<file path="src/verilog/saturn_map_pkg.sv">
// Saturn address map package with the nibble address width and its bank and offset views
`default_nettype none

package saturn_map_pkg;

    // 20-bit nibble address
    localparam int ADDR_W   = 20;
    // Top nibble picks the bank
    localparam int BANK_W   = 4;
    localparam int OFFSET_W = ADDR_W - BANK_W;

    // Bank view of an address
    typedef struct packed {
        logic [BANK_W-1:0]   bank;
        logic [OFFSET_W-1:0] offset;
    } bank_addr_s;

    // Same 20 bits seen two ways
    // flat is what the requester hands over
    // banked is what a device decodes
    typedef union packed {
        logic [ADDR_W-1:0] flat;
        bank_addr_s        banked;
    } saturn_addr_u;

endpackage

`default_nettype wire

</file>
<file path="src/verilog/saturn_bus_pkg.sv">
// Saturn bus protocol package with the bus command codes and the phase numbering of a bus cycle
`default_nettype none

package saturn_bus_pkg;

    // Command carried with the strobe
    typedef enum logic [1:0] {
        CMD_NONE  = 2'd0,
        CMD_READ  = 2'd1,
        CMD_WRITE = 2'd2
    } bus_cmd_e;

    // Four phases of one bus cycle
    // Address goes out in phase 0
    localparam logic [1:0] PHASE_ADDR   = 2'd0;
    // Devices access storage
    localparam logic [1:0] PHASE_ACCESS = 2'd1;
    // Devices drive the answer
    localparam logic [1:0] PHASE_DATA   = 2'd2;
    // Response presented to the requester
    localparam logic [1:0] PHASE_DONE   = 2'd3;

endpackage

`default_nettype wire
</file>
<file path="src/verilog/saturn_nibble_bus_if.sv">
// Saturn nibble bus interface between the bus controller and the bus devices
`timescale 1ns/1ps
`default_nettype none

interface saturn_nibble_bus_if;

    // Current phase of the bus cycle
    logic [1:0]                   phase;
    // High only in the phase 0 of an active transaction
    logic                         strobe;
    // Command and address, meaningful while strobe is high
    saturn_bus_pkg::bus_cmd_e     cmd;
    saturn_map_pkg::saturn_addr_u addr;
    // Nibble to store on a write
    logic [3:0]                   wdata;

    // Bus master side
    modport controller (
        output phase,
        output strobe,
        output cmd,
        output addr,
        output wdata
    );

    // Listening side for every device
    modport device (
        input phase,
        input strobe,
        input cmd,
        input addr,
        input wdata
    );

endinterface

`default_nettype wire

</file>
<file path="src/verilog/saturn_bus.sv">
// Saturn bus top level wiring the controller, the ROM, the RAM and the answer combiner
`timescale 1ns/1ps
`default_nettype none

module saturn_bus #(
    parameter logic [3:0] ROM_BANK      = 4'd0,
    parameter logic [3:0] RAM_BANK      = 4'd1,
    parameter int         RAM_ADDR_BITS = 6
) (
    input  wire                              i_clk,
    input  wire                              i_reset,
    input  wire                              i_req,
    input  wire                              i_req_write,
    input  wire [saturn_map_pkg::ADDR_W-1:0] i_req_addr,
    input  wire [3:0]                        i_req_wdata,
    output logic                             o_busy,
    output logic                             o_resp_valid,
    output logic                             o_resp_hit,
    output logic [3:0]                       o_resp_data,
    output logic [1:0]                       o_phase,
    output logic [31:0]                      o_cycle_ctr
);

    saturn_nibble_bus_if bus ();

    // Device answers
    logic       rom_drive;
    logic [3:0] rom_nibble;
    logic       ram_drive;
    logic [3:0] ram_nibble;

    // Merged answer back to the controller
    logic       bus_hit;
    logic [3:0] bus_nibble;

    saturn_bus_controller u_controller (
        .i_clk        (i_clk),
        .i_reset      (i_reset),
        .i_req        (i_req),
        .i_req_write  (i_req_write),
        .i_req_addr   (i_req_addr),
        .i_req_wdata  (i_req_wdata),
        .i_hit        (bus_hit),
        .i_nibble     (bus_nibble),
        .o_busy       (o_busy),
        .o_resp_valid (o_resp_valid),
        .o_resp_hit   (o_resp_hit),
        .o_resp_data  (o_resp_data),
        .o_phase      (o_phase),
        .o_cycle_ctr  (o_cycle_ctr),
        .bus          (bus.controller)
    );

    // Firmware lives in its own bank
    saturn_rom #(
        .ROM_BANK (ROM_BANK)
    ) u_rom (
        .i_clk    (i_clk),
        .i_reset  (i_reset),
        .bus      (bus.device),
        .o_drive  (rom_drive),
        .o_nibble (rom_nibble)
    );

    saturn_ram #(
        .RAM_BANK      (RAM_BANK),
        .RAM_ADDR_BITS (RAM_ADDR_BITS)
    ) u_ram (
        .i_clk    (i_clk),
        .i_reset  (i_reset),
        .bus      (bus.device),
        .o_drive  (ram_drive),
        .o_nibble (ram_nibble)
    );

    saturn_bus_combiner u_combiner (
        .i_rom_drive  (rom_drive),
        .i_rom_nibble (rom_nibble),
        .i_ram_drive  (ram_drive),
        .i_ram_nibble (ram_nibble),
        .o_hit        (bus_hit),
        .o_nibble     (bus_nibble)
    );

endmodule

`default_nettype wire

</file>
<file path="src/verilog/saturn_bus_combiner.sv">
// Saturn bus combiner merging device answers by priority, where the last active device wins
`timescale 1ns/1ps
`default_nettype none

module saturn_bus_combiner (
    input  wire        i_rom_drive,
    input  wire  [3:0] i_rom_nibble,
    input  wire        i_ram_drive,
    input  wire  [3:0] i_ram_nibble,
    output logic       o_hit,
    output logic [3:0] o_nibble
);

    // Devices walked in bus order, RAM last
    always_comb begin
        // Idle bus reads as zero
        o_nibble = 4'd0;
        if (i_rom_drive) begin
            o_nibble = i_rom_nibble;
        end
        if (i_ram_drive) begin
            o_nibble = i_ram_nibble;
        end
    end

    // Any claim counts as a hit
    assign o_hit = i_rom_drive | i_ram_drive;

endmodule

`default_nettype wire

</file>
<file path="src/verilog/saturn_ram.sv">
// Saturn nibble RAM answering reads and writes in its bank
`timescale 1ns/1ps
`default_nettype none

module saturn_ram #(
    parameter logic [3:0] RAM_BANK      = 4'd1,
    parameter int         RAM_ADDR_BITS = 6
) (
    input  wire                 i_clk,
    input  wire                 i_reset,
    saturn_nibble_bus_if.device bus,
    output logic                o_drive,
    output logic [3:0]          o_nibble
);

    localparam int RAM_DEPTH = 1 << RAM_ADDR_BITS;

    logic [3:0] mem [0:RAM_DEPTH-1];

    // Transaction captured in phase 0
    logic                     sel;
    logic                     is_write;
    logic [RAM_ADDR_BITS-1:0] index;
    logic [3:0]               wdata;

    always_ff @(posedge i_clk) begin
        if (i_reset) begin
            sel     <= 1'b0;
            o_drive <= 1'b0;
        end else begin
            case (bus.phase)
                saturn_bus_pkg::PHASE_ADDR: begin
                    if (bus.strobe) begin
                        sel <= (bus.addr.banked.bank == RAM_BANK);
                    end
                end
                saturn_bus_pkg::PHASE_ACCESS: o_drive <= sel;
                saturn_bus_pkg::PHASE_DATA: begin
                    o_drive <= 1'b0;
                    sel     <= 1'b0;
                end
                default: ;
            endcase
        end
    end

    always_ff @(posedge i_clk) begin
        if (bus.phase == saturn_bus_pkg::PHASE_ADDR && bus.strobe) begin
            is_write <= (bus.cmd == saturn_bus_pkg::CMD_WRITE);
            // Upper offset bits alias onto the same entry
            index    <= bus.addr.banked.offset[RAM_ADDR_BITS-1:0];
            wdata    <= bus.wdata;
        end
        if (bus.phase == saturn_bus_pkg::PHASE_ACCESS) begin
            if (sel && is_write) begin
                mem[index] <= wdata;
            end
            // Write answers with zero
            o_nibble <= is_write ? 4'd0 : mem[index];
        end
    end

endmodule

`default_nettype wire

</file>
<file path="src/verilog/saturn_rom.sv">
// Saturn firmware ROM whose nibbles follow a fixed rule, answering reads in its bank
`timescale 1ns/1ps
`default_nettype none

module saturn_rom #(
    parameter logic [3:0] ROM_BANK = 4'd0
) (
    input  wire                 i_clk,
    input  wire                 i_reset,
    saturn_nibble_bus_if.device bus,
    output logic                o_drive,
    output logic [3:0]          o_nibble
);

    // Bank claimed by the strobed transaction
    logic sel;
    logic is_read;
    // Offset nibbles 15:12, 11:8 and 3:0
    logic [11:0] key;

    // Sum of three offset nibbles, wraps at 16
    function automatic logic [3:0] rom_rule(input logic [11:0] k);
        return k[11:8] + k[7:4] + k[3:0];
    endfunction

    always_ff @(posedge i_clk) begin
        if (i_reset) begin
            sel     <= 1'b0;
            o_drive <= 1'b0;
        end else begin
            case (bus.phase)
                saturn_bus_pkg::PHASE_ADDR: begin
                    if (bus.strobe) begin
                        sel <= (bus.addr.banked.bank == ROM_BANK);
                    end
                end
                saturn_bus_pkg::PHASE_ACCESS: o_drive <= sel;
                saturn_bus_pkg::PHASE_DATA: begin
                    o_drive <= 1'b0;
                    sel     <= 1'b0;
                end
                default: ;
            endcase
        end
    end

    always_ff @(posedge i_clk) begin
        if (bus.phase == saturn_bus_pkg::PHASE_ADDR && bus.strobe) begin
            is_read <= (bus.cmd == saturn_bus_pkg::CMD_READ);
            key     <= {bus.addr.banked.offset[15:8], bus.addr.banked.offset[3:0]};
        end
        // Writes claim the bank but read back zero
        if (bus.phase == saturn_bus_pkg::PHASE_ACCESS) begin
            o_nibble <= is_read ? rom_rule(key) : 4'd0;
        end
    end

endmodule

`default_nettype wire

</file>
<file path="src/verilog/saturn_bus_controller.sv">
// Saturn bus controller running the phase ring, the cycle counter and one transaction at a time
`timescale 1ns/1ps
`default_nettype none

module saturn_bus_controller (
    input  wire                              i_clk,
    input  wire                              i_reset,
    input  wire                              i_req,
    input  wire                              i_req_write,
    input  wire [saturn_map_pkg::ADDR_W-1:0] i_req_addr,
    input  wire [3:0]                        i_req_wdata,
    input  wire                              i_hit,
    input  wire [3:0]                        i_nibble,
    output logic                             o_busy,
    output logic                             o_resp_valid,
    output logic                             o_resp_hit,
    output logic [3:0]                       o_resp_data,
    output logic [1:0]                       o_phase,
    output logic [31:0]                      o_cycle_ctr,
    saturn_nibble_bus_if.controller          bus
);

    // One-hot phase ring, bit n set in phase n
    logic [3:0] phases;
    logic [1:0] phase;

    // Request held from acceptance until the response
    logic                         req_write;
    saturn_map_pkg::saturn_addr_u req_addr;
    logic [3:0]                   req_wdata;

    // Strobed and waiting for the device answer
    logic active;
    logic strobe;

    // Encode the ring for the bus and the port
    always_comb begin
        phase = saturn_bus_pkg::PHASE_ADDR;
        if (phases[1]) phase = saturn_bus_pkg::PHASE_ACCESS;
        if (phases[2]) phase = saturn_bus_pkg::PHASE_DATA;
        if (phases[3]) phase = saturn_bus_pkg::PHASE_DONE;
    end

    always_ff @(posedge i_clk) begin
        if (i_reset) begin
            phases       <= 4'b0001;
            o_cycle_ctr  <= 32'd0;
            o_busy       <= 1'b0;
            active       <= 1'b0;
            strobe       <= 1'b0;
            o_resp_valid <= 1'b0;
            o_resp_hit   <= 1'b0;
        end else begin
            phases <= {phases[2:0], phases[3]};
            // Phase 3 wraps to 0, so a new bus cycle starts
            o_cycle_ctr <= o_cycle_ctr + {31'd0, phases[3]};

            // Response lives for one cycle only
            o_resp_valid <= 1'b0;

            // Accept only when idle, drop the request otherwise
            if (i_req && !o_busy) begin
                o_busy <= 1'b1;
            end

            // Pending request goes out in the coming phase 0
            if (phases[3] && o_busy && !active) begin
                strobe <= 1'b1;
                active <= 1'b1;
            end

            if (phases[0]) begin
                strobe <= 1'b0;
            end

            // Combined answer is valid during phase 2
            if (phases[2] && active) begin
                o_resp_valid <= 1'b1;
                o_resp_hit   <= i_hit;
                active       <= 1'b0;
                o_busy       <= 1'b0;
            end
        end
    end

    // Request payload and response nibble
    always_ff @(posedge i_clk) begin
        if (i_req && !o_busy) begin
            req_write     <= i_req_write;
            req_addr.flat <= i_req_addr;
            req_wdata     <= i_req_wdata;
        end
        if (phases[2] && active) begin
            o_resp_data <= i_nibble;
        end
    end

    assign o_phase = phase;

    assign bus.phase  = phase;
    assign bus.strobe = strobe;
    assign bus.cmd    = !strobe   ? saturn_bus_pkg::CMD_NONE :
                        req_write ? saturn_bus_pkg::CMD_WRITE : saturn_bus_pkg::CMD_READ;
    assign bus.addr   = req_addr;
    assign bus.wdata  = req_wdata;

endmodule

`default_nettype wire

</file>
<file path="config.mk">
export PLATFORM = sky130hd
export DESIGN_NAME = saturn_bus
export DESIGN_NICKNAME = d
export VERILOG_FILES = /design/src/verilog/saturn_map_pkg.sv /design/src/verilog/saturn_bus_pkg.sv /design/src/verilog/saturn_nibble_bus_if.sv /design/src/verilog/saturn_bus.sv /design/src/verilog/saturn_bus_combiner.sv /design/src/verilog/saturn_ram.sv /design/src/verilog/saturn_rom.sv /design/src/verilog/saturn_bus_controller.sv
export SDC_FILE = /design/constraint.sdc
export NUM_CORES = 1
export LEC_CHECK = 0
export BUFFER_PORTS_ARGS = -buffer_cell sky130_fd_sc_hd__buf_2
export CAP_MARGIN = 30
export CORE_ASPECT_RATIO = 1.25
export CORE_MARGIN = 2
export CORE_UTILIZATION = 25
export CTS_BUF_LIST = sky130_fd_sc_hd__clkbuf_16
export CTS_CLUSTER_SIZE = 25
export DETAILED_ROUTE_END_ITERATION = 7
export PLACE_DENSITY_LB_ADDON = 0.1
export SYNTH_ARGS = -nofsm -noshare
export SYNTH_HDL_FRONTEND = slang
export SYNTH_SLANG_ARGS = --single-unit
</file>
<file path="constraint.sdc">
create_clock -name i_clk -period 2.5 [get_ports i_clk]
set_input_delay 0.5 -clock i_clk [delete_from_list [all_inputs] [get_ports i_clk]]
set_output_delay 0.5 -clock i_clk [all_outputs]
set_load 0.05 [all_outputs]
</file>
==> results.cfg <==
[power_and_ir_drop]
power.internal_mw = 9.61
p_leak_nw = 6.14
ir_drop_mv = 0.546
total_power_mw = 12.0
p_per_area_nw_per_um2 = 688
swShare = 0.199
clock_power_share = 0.454
power_frac_seq = 0.536
p_comb_frac = 0.010
p_sw_mw = 2.39

[routing]
drcViolationCount = 0
drt-total-wl_um = 38500
avgViaCountPerCell = 4.33
vias = 8150
wl_per_cell_um = 20.5
drtAntennaViolNets = 0
firstDrtPassIters = 4
first_iter_violations = 464

[placement]
dp_hpwl_um = 25500
port_buffers = 66
placed_area_sq_um = 16100
gp_congestion = 0.731

[timing]
clock_skew_ns = 0.0260
rsz0062_at_grt = no
max_freq_mhz = 418
finalHoldViolations = 0
fin_crit_sh = 0.957
fin_setup_tns_ns = 0
max-slew-margin-rel = 0.474
final-max-slew-violation-count = 0
hold_slack_ns = 0.141
post-route-min-period_ns = 2.39
setup_viol = 0
tightest_slew_ns = 0.789

[synth]
synth_edf_count = 311
synth_area_sq_um = 14100
synth_area_per_cell_sq_um = 15.5
ys_warn_count = 0
syn_inst = 910
async_flop_share = 0
ys_ff_latch = 356
yosysUniqueCellTypes = 59
yosys_most_used_dff = edfxtp_1
ys_seq_area_frac = 0.728
syn-num-nets = 948

[floorplanning]
start_util = 0.252
io_pins = 69
fp.coreArea_sq_um = 55800
fp.dieW_um = 216
die-height_um = 269
dieArea_sq_um = 58200
core.rowCount = 97

[cts]
cts-root-buf = clkbuf_16
cts_tree = yes
cts_sinks = 356
cts.htree.levels = 2
clkTransAtPathRegs_ns = 0.06
cts_made_buffers = 38
postCtsHoldBufs = 0
insertion_delay_ns = 0.54
cts_max_path_buffers = 3

[global_route]
antenna_found_initial = 0
grt_pass1_wl_um = 56800
grt_pass1_vias = 8550
grt_usage = 0.131
grt.overflow.total = 0
grt_max_degree = 65

[finish]
final_cell_mix = 311 x edfxtp_1, 135 x buf_4, 121 x nor2_1
num_antenna_cells = 0
final_common_cell = edfxtp_1
drive_gt1_frac = 0.270
synthToLayoutAreaGrowth_pct = 24.1
final_area_sq_um = 17500
utilization = 0.313
finalNetCount = 1151

[worst_hold_path]
hold_path_class = in -> reg

[critical_path]
slowest_stage = fa_1
start_kind = flip-flop
reg2reg_slack_ns = 0.11
path_max_fanout = 4
crit_path_end_kind = flip-flop
critPathRequiredTime_ns = 2.77
worstSetupPathType = reg -> reg
crit_path_cell_trace = buf_4 > buf_4 > fa_1 > fa_1 > xnor2_1 > xnor2_1 > xnor2_1 > and2_1
slowest_delay_ns = 0.47
crit_arrival_ns = 2.67
crit_path_frequent_cell = xnor2_1

[run_status]
outcome = finished clean

[run]
maxCapViolations = 0
## per-layer routing
layer  wire length, um  vias to the layer above  global-route usage
met5                 0                        -                   0
met2             19900                      134               0.237
li1                  -                     3857                   -
met1             16600                     4108               0.162
met3              1200                       51              0.0203
met4               849                        0              0.0359
## metrics by stage
| step | cells | setup WS [ns] |
|---|---|---|
| finish | 1884 | 0.107 |
| global route | 1884 | 0.0133 |
| CTS | 1872 | 0.0117 |
| detailed placement | 1803 | 0.0263 |
| global placement | 1803 | 0.0550 |
| floorplan | 910 | 0.000540 |
## power groups by stage
stage	combinational, mW	sequential [mW]	clock [mW]
floorplan	0.0595	6.57	0
global placement	0.122	6.56	0
detailed placement	0.122	6.56	0
CTS	0.122	6.43	5.64
global route	0.133	6.43	5.85
finish	0.119	6.44	5.45
## cell type report
cell class | count | area (sq um)
Timing Repair Buffer | 208 | 1480
Multi-Input combinational cell | 495 | 3550
Tap cell | 742 | 928
Fill cell | 5665 | 38400
Clock buffer | 41 | 1030
Inverter | 14 | 52.6
Sequential cell | 356 | 10200
Clock inverter | 28 | 174
## flip-flops by register name, indices dropped and copies added (netlist names), 12 cells and up
register,cells
u_ram.mem,256
u_controller.o_cycle_ctr,32
u_controller.bus.addr,18
u_rom.key,12
## critical path, delay by kind of cell (launching register included)
family                     cells  cell delay, ns
and+or+nand+nor                1            0.15
xor gates and xnor gates       3            0.41
buffers and inverters          2            0.31
adders and majority gates      2            0.91
DFF                            1            0.36
## kinds of logic (layout without fill, tap and decap cells)
kind of cell    count (synthesis)  after routing  share of synthesized area
buf+inv                        59            291                     0.0200
xor+xnor                       30             30                     0.0187
fa+ha+maj                      10             10                     0.0110
flops                         356            356                      0.728
compound gates                112            112                     0.0535
mux                            94             94                     0.0867
simple gates                  249            249                     0.0820
## Yosys cell counts, types with 5 or more instances
cell type | instances | area [sq um]
edfxtp_1 | 311 | 9340
nor2_1 | 122 | 458
mux2i_1 | 60 | 601
dfxtp_1 | 45 | 901
nand2_1 | 44 | 165
a21oi_1 | 31 | 155
nand3_1 | 24 | 120
mux4_2 | 21 | 473
o21ai_0 | 21 | 105
xor2_1 | 18 | 158
clkbuf_1 | 17 | 63.8
buf_2 | 15 | 75.1
inv_1 | 13 | 48.8
mux2_2 | 13 | 146
xnor2_1 | 12 | 105
a22oi_1 | 11 | 82.6
nor2b_1 | 11 | 68.8
buf_4 | 9 | 67.6
nand4_1 | 9 | 56.3
a221oi_1 | 8 | 70.1
a22o_1 | 7 | 61.3
and2_1 | 6 | 37.5
ha_1 | 6 | 75.1
and3_1 | 5 | 31.3
or3_1 | 5 | 31.3
## final timing paths
| path | endpoint | startpoint | cells past startpoint |
|---|---|---|---|
| setup / recovery | u_rom.o_nibble[3]$_SDFFCE_PN0N_ | u_rom.key[2]$_DFFE_PP_ | 8 |
| hold / removal | u_controller.bus.addr[18]$_DFFE_PP_ | i_req_addr[18] | 1 |
| setup reg to reg | u_rom.o_nibble[3]$_SDFFCE_PN0N_ | u_rom.key[2]$_DFFE_PP_ | 8 |
| hold reg to reg | u_rom.key[0]$_DFFE_PP_ | u_controller.bus.addr[0]$_DFFE_PP_ | 0 |
## what timing repair did
action | in CTS | in global routing
hold endpoints to repair | 0 | 0
buffers inserted | 0 | 11
gates resized for setup | 0 | 2
endpoints found under the setup margin | 0 | 16
(Power assumes the default switching activity.)
